`src/rename_pkg.sv`:
```
`default_nettype none

package rename_pkg;

    localparam int fetch_width = 4;   // instructions offered by decode per cycle.
    localparam int arch_regs   = 32;
    localparam int preg_count  = 64;

    // architectural register number, x0 is hardwired and never renamed.
    typedef logic [$clog2(arch_regs)-1:0] areg_t;

    // physical register number.
    typedef logic [$clog2(preg_count)-1:0] preg_t;

    // position of an instruction inside a group.
    typedef logic [$clog2(fetch_width)-1:0] slot_idx_t;

    // registers a group needs, 0 up to fetch_width inclusive.
    typedef logic [$clog2(fetch_width):0] alloc_cnt_t;

    // ROB entry index.
    typedef logic [5:0] rob_idx_t;

endpackage

`default_nettype wire

```
`src/free_list.sv`:
```
`timescale 1ns/1ps
`default_nettype none

module free_list import rename_pkg::*; (
    input  wire logic                         clk,
    input  wire logic                         rst_n,
    input  wire logic                         accept,
    input  wire alloc_cnt_t                   need,
    output preg_t      [fetch_width-1:0]      head_pregs,
    output logic       [6:0]                  free_count,
    input  wire logic                         commit_free,
    input  wire preg_t                        commit_preg
);

    preg_t      queue_q [preg_count];
    preg_t      head_q;    // the queue is preg_count deep, so pointers fit a preg_t.
    preg_t      tail_q;
    logic [6:0] count_q;
    logic [6:0] pop_cnt;
    logic [6:0] push_cnt;

    assign pop_cnt  = accept ? 7'(need) : 7'd0;
    assign push_cnt = commit_free ? 7'd1 : 7'd0;

    // the registers above the architectural range start out free, in ascending order.
    always_ff @(posedge clk or negedge rst_n) begin
        if (!rst_n) begin
            for (int i = 0; i < preg_count; i++) begin
                queue_q[i] <= preg_t'(i + arch_regs);
            end
        end else if (commit_free) begin
            queue_q[tail_q] <= commit_preg;
        end
    end

    always_ff @(posedge clk or negedge rst_n) begin
        if (!rst_n) begin
            head_q  <= '0;
            tail_q  <= preg_t'(preg_count - arch_regs);
            count_q <= 7'(preg_count - arch_regs);
        end else begin
            head_q  <= head_q + preg_t'(pop_cnt);
            tail_q  <= tail_q + preg_t'(push_cnt);
            count_q <= count_q + push_cnt - pop_cnt;   // push and pops may share a cycle.
        end
    end

    // the next entries in queue order, whether or not they are all valid.
    always_comb begin
        preg_t idx;
        idx = head_q;
        for (int i = 0; i < fetch_width; i++) begin
            head_pregs[i] = queue_q[idx];
            idx           = idx + preg_t'(1);
        end
    end

    assign free_count = count_q;

endmodule

`default_nettype wire

```
`src/rename_dispatch_reg.sv`:
```
`timescale 1ns/1ps
`default_nettype none

module rename_dispatch_reg import rename_pkg::*; (
    input  wire logic                         clk,
    input  wire logic                         rst_n,
    input  wire logic                         accept,
    input  wire logic      [fetch_width-1:0]  op_en,
    input  wire rob_idx_t                     rob_tail,
    input  wire preg_t     [fetch_width-1:0]  prs1,
    input  wire preg_t     [fetch_width-1:0]  prs2,
    input  wire preg_t     [fetch_width-1:0]  prd,
    input  wire logic      [fetch_width-1:0]  rd_en,
    output logic                              out_valid,
    output logic           [fetch_width-1:0]  out_op_en,
    output preg_t          [fetch_width-1:0]  out_prs1,
    output preg_t          [fetch_width-1:0]  out_prs2,
    output preg_t          [fetch_width-1:0]  out_prd,
    output logic           [fetch_width-1:0]  wen,
    output rob_idx_t       [fetch_width-1:0]  rob_idx
);

    // valid and write enables only last for the cycle after an accept.
    always_ff @(posedge clk or negedge rst_n) begin
        if (!rst_n) begin
            out_valid <= 1'b0;
            wen       <= '0;
            out_prd   <= '0;
        end else begin
            out_valid <= accept;
            wen       <= accept ? rd_en : '0;
            out_prd   <= accept ? prd : '0;   // keeps prd at 0 wherever wen is low.
        end
    end

    always_ff @(posedge clk) begin
        if (accept) begin
            out_op_en <= op_en;
            out_prs1  <= prs1;
            out_prs2  <= prs2;
            for (int i = 0; i < fetch_width; i++) begin
                rob_idx[i] <= rob_tail + rob_idx_t'(i);   // wraps with the ROB.
            end
        end
    end

endmodule

`default_nettype wire

```
`src/rename_group_scan.sv`:
```
`timescale 1ns/1ps
`default_nettype none

module rename_group_scan import rename_pkg::*; (
    input  wire logic      [fetch_width-1:0]  op_en,
    input  wire areg_t     [fetch_width-1:0]  rd,
    output logic           [fetch_width-1:0]  rd_en,
    output slot_idx_t      [fetch_width-1:0]  alloc_off,
    output alloc_cnt_t                        need
);

    // a slot renames only when it is live and its destination is not x0.
    always_comb begin
        for (int i = 0; i < fetch_width; i++) begin
            rd_en[i] = op_en[i] && (rd[i] != '0);
        end
    end

    // exclusive prefix count gives each slot its entry at the free list head.
    always_comb begin
        alloc_cnt_t run;
        run = '0;
        for (int i = 0; i < fetch_width; i++) begin
            alloc_off[i] = slot_idx_t'(run);
            run          = run + alloc_cnt_t'(rd_en[i]);
        end
        need = run;   // the full count is what the group asks of the free list.
    end

endmodule

`default_nettype wire

```
`src/rename_map_table.sv`:
```
`timescale 1ns/1ps
`default_nettype none

module rename_map_table import rename_pkg::*; (
    input  wire logic                         clk,
    input  wire logic                         rst_n,
    input  wire areg_t [fetch_width-1:0]      rd_addr1,
    input  wire areg_t [fetch_width-1:0]      rd_addr2,
    output preg_t      [fetch_width-1:0]      map_rs1,
    output preg_t      [fetch_width-1:0]      map_rs2,
    input  wire logic                         accept,
    input  wire logic  [fetch_width-1:0]      wr_en,
    input  wire areg_t [fetch_width-1:0]      wr_areg,
    input  wire preg_t [fetch_width-1:0]      wr_preg
);

    preg_t map_q [arch_regs];

    // the map is architectural state, so it comes out of reset as identity.
    always_ff @(posedge clk or negedge rst_n) begin
        if (!rst_n) begin
            for (int r = 0; r < arch_regs; r++) begin
                map_q[r] <= preg_t'(r);
            end
        end else if (accept) begin
            // later slots overwrite earlier ones, so the youngest writer wins.
            for (int i = 0; i < fetch_width; i++) begin
                if (wr_en[i]) begin
                    map_q[wr_areg[i]] <= wr_preg[i];
                end
            end
        end
    end

    // two reads per slot; intra-group bypass is handled in the lanes.
    always_comb begin
        for (int i = 0; i < fetch_width; i++) begin
            map_rs1[i] = map_q[rd_addr1[i]];
            map_rs2[i] = map_q[rd_addr2[i]];
        end
    end

endmodule

`default_nettype wire

```
`src/rename_slot.sv`:
```
`timescale 1ns/1ps
`default_nettype none

module rename_slot import rename_pkg::*; (
    input  wire slot_idx_t                    lane,
    input  wire areg_t                        rs1,
    input  wire areg_t                        rs2,
    input  wire areg_t     [fetch_width-1:0]  grp_rd,
    input  wire logic      [fetch_width-1:0]  grp_rd_en,
    input  wire preg_t                        map_rs1,
    input  wire preg_t                        map_rs2,
    input  wire preg_t     [fetch_width-1:0]  head_pregs,
    input  wire slot_idx_t                    alloc_off,
    input  wire logic                         rd_en,
    output preg_t                             prs1,
    output preg_t                             prs2,
    output preg_t                             prd
);

    assign prd = rd_en ? head_pregs[alloc_off] : '0;

    // walk the older slots in order so the nearest matching writer is the last hit.
    always_comb begin
        alloc_cnt_t off;
        preg_t      older_prd;
        off  = '0;
        prs1 = map_rs1;
        prs2 = map_rs2;
        for (int j = 0; j < fetch_width; j++) begin
            older_prd = head_pregs[slot_idx_t'(off)];   // new register of slot j.
            if (j < int'(lane) && grp_rd_en[j]) begin
                if (grp_rd[j] == rs1) begin
                    prs1 = older_prd;
                end
                if (grp_rd[j] == rs2) begin
                    prs2 = older_prd;
                end
            end
            off = off + alloc_cnt_t'(grp_rd_en[j]);
        end
        if (rs1 == '0) begin
            prs1 = '0;
        end
        if (rs2 == '0) begin
            prs2 = '0;
        end
    end

endmodule

`default_nettype wire

```
`src/rename_top.sv`:
```
`timescale 1ns/1ps
`default_nettype none

module rename_top import rename_pkg::*; (
    input  wire logic                         clk,
    input  wire logic                         rst_n,
    input  wire logic                         in_valid,
    input  wire logic      [fetch_width-1:0]  op_en,
    input  wire areg_t     [fetch_width-1:0]  rs1,
    input  wire areg_t     [fetch_width-1:0]  rs2,
    input  wire areg_t     [fetch_width-1:0]  rd,
    output logic                              stall,
    input  wire rob_idx_t                     rob_tail,
    input  wire logic                         commit_free,
    input  wire preg_t                        commit_preg,
    output logic                              out_valid,
    output logic           [fetch_width-1:0]  out_op_en,
    output preg_t          [fetch_width-1:0]  prs1,
    output preg_t          [fetch_width-1:0]  prs2,
    output preg_t          [fetch_width-1:0]  prd,
    output logic           [fetch_width-1:0]  wen,
    output rob_idx_t       [fetch_width-1:0]  rob_idx
);

    logic       [fetch_width-1:0] rd_en;
    slot_idx_t  [fetch_width-1:0] alloc_off;
    alloc_cnt_t                   need;
    preg_t      [fetch_width-1:0] head_pregs;
    logic       [6:0]             free_count;
    preg_t      [fetch_width-1:0] map_rs1;
    preg_t      [fetch_width-1:0] map_rs2;
    preg_t      [fetch_width-1:0] slot_prs1;
    preg_t      [fetch_width-1:0] slot_prs2;
    preg_t      [fetch_width-1:0] slot_prd;
    logic                         accept;

    // the whole group waits until the free list can cover it.
    assign stall  = in_valid && (free_count < 7'(need));
    assign accept = in_valid && !stall;

    rename_group_scan rename_group_scan_i (
        .op_en(op_en), .rd(rd), .rd_en(rd_en), .alloc_off(alloc_off), .need(need)
    );

    for (genvar g = 0; g < fetch_width; g++) begin : g_slot
        rename_slot rename_slot_i (
            .lane(slot_idx_t'(g)),
            .rs1(rs1[g]),
            .rs2(rs2[g]),
            .grp_rd(rd),
            .grp_rd_en(rd_en),
            .map_rs1(map_rs1[g]),
            .map_rs2(map_rs2[g]),
            .head_pregs(head_pregs),
            .alloc_off(alloc_off[g]),
            .rd_en(rd_en[g]),
            .prs1(slot_prs1[g]),
            .prs2(slot_prs2[g]),
            .prd(slot_prd[g])
        );
    end

    rename_map_table rename_map_table_i (
        .clk(clk), .rst_n(rst_n), .rd_addr1(rs1), .rd_addr2(rs2),
        .map_rs1(map_rs1), .map_rs2(map_rs2), .accept(accept),
        .wr_en(rd_en), .wr_areg(rd), .wr_preg(slot_prd)
    );

    free_list free_list_i (
        .clk(clk), .rst_n(rst_n), .accept(accept), .need(need),
        .head_pregs(head_pregs), .free_count(free_count),
        .commit_free(commit_free), .commit_preg(commit_preg)
    );

    rename_dispatch_reg rename_dispatch_reg_i (
        .clk(clk), .rst_n(rst_n), .accept(accept), .op_en(op_en), .rob_tail(rob_tail),
        .prs1(slot_prs1), .prs2(slot_prs2), .prd(slot_prd), .rd_en(rd_en),
        .out_valid(out_valid), .out_op_en(out_op_en), .out_prs1(prs1),
        .out_prs2(prs2), .out_prd(prd), .wen(wen), .rob_idx(rob_idx)
    );

endmodule

`default_nettype wire

```
`config.mk`:
```
export PLATFORM = sky130hd
export DESIGN_NAME = rename_top
export DESIGN_NICKNAME = d
export VERILOG_FILES = /design/src/rename_pkg.sv /design/src/free_list.sv /design/src/rename_dispatch_reg.sv /design/src/rename_group_scan.sv /design/src/rename_map_table.sv /design/src/rename_slot.sv /design/src/rename_top.sv
export SDC_FILE = /design/constraint.sdc
export NUM_CORES = 2
export LEC_CHECK = 0
export BUFFER_PORTS_ARGS = -buffer_cell sky130_fd_sc_hd__buf_2
export CAP_MARGIN = 20
export CORE_MARGIN = 2
export CORE_UTILIZATION = 25
export CTS_CLUSTER_DIAMETER = 150
export DETAILED_ROUTE_END_ITERATION = 12
export GPL_ROUTABILITY_DRIVEN = 0
export GPL_TIMING_DRIVEN = 1
export PLACE_DENSITY = 0.48
export SLEW_MARGIN = 15
export SYNTH_ARGS = -nofsm -noshare
export SYNTH_HDL_FRONTEND = slang
export SYNTH_SLANG_ARGS = --single-unit
export TNS_END_PERCENT = 5
```
`constraint.sdc`:
```
create_clock -name clk -period 5.4 [get_ports clk]
set_input_delay 0.54 -clock clk [delete_from_list [all_inputs] [get_ports clk]]
set_output_delay 0.54 -clock clk [all_outputs]
set_load 0.01 [all_outputs]
```
==> summary.txt <==
Power and ir drop
  – Power Total: 51.05 mW
  – Maximum vdd drop: 803.6 µV
  – Leak: 26.76 nW
  – Pwr dens: 708.6 mW/mm²

Critical path
  – Worst setup EP type: flop
  – Crit path arrival time: 6.04 ns
  – Required time worst endpoint: 6.04 ns
  – Crit. Startpoint: free_list_i.head_q[0]
  – CP max FO: 18
  – Reg2Reg Launch Point: free_list_i.head_q[0]
  – Element type at the critical path start: flop
  – Critical path class: reg -> reg

Global routing
  – Grt met2 use: 33.39%
  – Vias in the first global route: 53320
  – Grt ovf: 0
  – Initial antenna violation count: 15
  – Total global-route track usage: 22.66%
  – First-pass GRT wire length: 420.1 mm
  – Met3 usage in global routing: 7.569%
  – Met1 Usage GRT: 29.01%
  – Largest net degree at the start of global routing: 158
  – Most used routing layer: met2

Timing
  – Final hold violation count: 0
  – Final WS setup: -0.008400 ns
  – Setup Viol. Count Final: 1
  – Max Fclk: 184.9 MHz
  – Max-slew violation count: 0
  – Min Hold Slack: 0.04671 ns
  – Period minus WS final: 5.408 ns
  – RSZ-0062 raised after global routing: false
  – Tcrit/Tclk final: 100.2%
  – Setup TNS: -0.008400 ns
  – Final setup skew: 0.06566 ns
  – Worst slew pin tran: 1.334 ns
  – Relative slew slack: 10.66%

Drt
  – Routed wire per std cell: 33.04 µm
  – Post-DR vias/cell: 6.204
  – Remaining DRCs: 0
  – Vias: 56340
  – Antenna viol nets, final: 0
  – WL final: 300.0 mm
  – Drt first pass iters: 7
  – Starting DRT DRC Count: 8110

Floorplan
  – Die area: 0.2556 mm²
  – Initial Util: 25.09%
  – Io pins: 186
  – Cell Rows: 184
  – Chip Height: 505.6 µm
  – Die Width: 505.6 µm
  – Core ar.: 0.2507 mm²

Yosys
  – Primary FF master, synth: dfrtp_1
  – Post-Syn Area: 0.06289 mm²
  – Synth unique cells: 114
  – Seq/Total Area, Yosys: 28.91%
  – Synthesized area per cell: 11.25 µm²
  – Synthesized flop and latch total: 698
  – Synth Instances: 5592
  – Number of enable flip-flop cells after synthesis: 74
  – Post-synthesis async set-or-reset flop share: 89.40%
  – Yosys warnings: 0
  – Synth Net Count: 5704

Flow run
  – Max-cap violations: 0

Clock network
  – Total CTS buffers: 90
  – CTS tree: done
  – Root Driver: clkbuf_16
  – H-tree depth: 3
  – Clock tree buffer depth: 3
  – Worst skew pair latency: 0.79 ns
  – Post-CTS Setup Bufs: 0
  – Clock slew at reported path FFs: 0.06 ns
  – CTS Sinks: 698

Outcome
  – Failing checks: negative setup slack
  – Status: complete, but fails checks

Place
  – Dpl hpwl: 208.4 mm
  – Port Buffers: 185
  – Total placed cells including tap cells: 8903
  – Post-DP Area: 0.06871 mm²

Final layout
  – Area Overhead vs Synth: 14.55%
  – Fin area: 0.07204 mm²
  – Final std cells w/o fill: 9080
  – Share of cells above drive strength 1: 41.02%
  – Final-stage net count: 5761

Worst hold path
  – Hold WC Path Type: in -> reg
  – Worst Hold Launch: rob_tail[1]
==> flip-flops by register name, indices dropped and copies added, names as in the netlist <==
name,cells
rename_dispatch_reg_i.out_prd,24
rename_dispatch_reg_i.out_prs1,24
rename_dispatch_reg_i.wen,4
free_list_i.tail_q,6
rename_map_table_i.map_q,192
rename_dispatch_reg_i.out_op_en,4
free_list_i.free_count,7
rename_dispatch_reg_i.out_prs2,24
rename_dispatch_reg_i.rob_idx,22
rename_dispatch_reg_i.out_valid,1
free_list_i.queue_q,384
free_list_i.head_q,6
==> cell type report <==
type	instances	area, µm²
Fill cell	25810	178700
Multi-Input combinational cell	4272	42020
Sequential cell	698	18190
Tap cell	3348	4189
Timing Repair Buffer	544	4163
Clock buffer	125	2638
Clock inverter	45	659.4
Inverter	43	176.4
Antenna cell	5	12.51
==> report_power, final <==
part	switching (mW)	internal (mW)	total [mW]
registers	4.23	7.71	11.9
clock network	2.78	3.99	6.77
logic	19.0	13.3	32.3
total	26.0	25.0	51.1
==> cells in the mapped netlist (38+ instances only) <==
master | count | share of area, %
dfstp_2 | 274 | 11
a21oi_1 | 309 | 2.5
a211oi_1 | 142 | 1.7
nor3_1 | 49 | 0.39
nand2_1 | 539 | 3.2
mux4_2 | 806 | 29
buf_4 | 56 | 0.67
clkbuf_1 | 314 | 1.9
o211ai_1 | 147 | 1.8
buf_1 | 86 | 0.51
xnor2_1 | 55 | 0.77
o21ai_0 | 211 | 1.7
nand3_1 | 110 | 0.88
edfxtp_1 | 74 | 3.5
xor2_1 | 38 | 0.53
dfrtp_1 | 350 | 14
nor2b_1 | 53 | 0.53
mux2i_1 | 195 | 3.1
a31oi_1 | 45 | 0.45
mux2_2 | 443 | 7.9
nor2_1 | 491 | 2.9
o22ai_1 | 61 | 0.61
buf_2 | 93 | 0.74
==> metal layers <==
layer	wire length [µm]	share of wire (%)
met4	19830	6.6
met2	129200	43
met5	29	0.0097
met1	112600	38
met3	38370	13
==> cell families (layout without fill, tap and decap cells) <==
kind of cell	count (synthesis)	count (layout)	share of synthesized area, %
muxes	1459	1459	40.52
and+or+nand+nor	1425	1425	9.983
AOI/OAI and AO/OA	1253	1253	13.58
DFF	698	698	28.91
buffers and inverters	622	757	4.713
xor gates and xnor gates	103	103	1.611
adders and majority gates	32	32	0.6844
other	0	5	0
==> critical path, cell delays in order (launching register included) <==
cell and delay (ns):
dfrtp_4 0.63, ha_1 0.26, buf_4 0.23, xnor2_2 0.37, xnor2_2 0.90, mux2i_1 0.39
o21ai_0 0.32, o221ai_1 0.27, o211a_1 0.26, a2111oi_0 0.86, o21ai_4 0.17, buf_4 0.29
a211oi_1 0.28
==> per-stage QoR <==
step | setup WS (ns) | util [%]
2_1_floorplan | -0.1287 | -
3_3_place_gp | -0.02073 | 27.39
3_5_place_dp | 0.1052 | 27.41
4_1_cts | 0.1486 | 28.73
5_1_grt | 0.01483 | 28.73
6_report | -0.008400 | 28.74
==> placed cells by master, fill, tap and decap left out, types with 35 or more instances in the layout <==
master	n
xnor2_1	52
buf_4	323
inv_1	35
a211oi_1	142
mux4_2	806
buf_2	176
a21oi_1	308
nor2_1	489
nand3_1	110
mux2i_1	193
dfstp_2	274
clkbuf_16	93
o22ai_1	61
o21ai_0	211
nor2b_1	47
a31oi_1	45
xor2_1	38
buf_12	40
o211ai_1	147
mux2_2	443
dfrtp_1	346
nand2_1	538
edfxtp_1	74
nor3_1	49
==> what timing repair did <==
action                     4_1_cts  5_1_grt
setup endpoints to repair        0       18
resized for setup                0        2
hold buffers                     1        0
hold endpoints to repair        30        0
==> final timing paths <==
path | slack [ns] | depth (start not counted) | end
min in group asynchronous | 0.38 | 2 | rename_dispatch_reg_i.out_prd[12]
max | -0.008 | 12 | rename_map_table_i.map_q[12]
max reg2reg | -0.008 | 12 | rename_map_table_i.map_q[12]
min | 0.05 | 1 | rename_dispatch_reg_i.rob_idx[1]
max in group asynchronous | 3.58 | 3 | free_list_i.queue_q[93]
min reg2reg | 0.56 | 0 | rename_map_table_i.map_q[190]
Note: power is estimated with default switching activity, not from simulation.
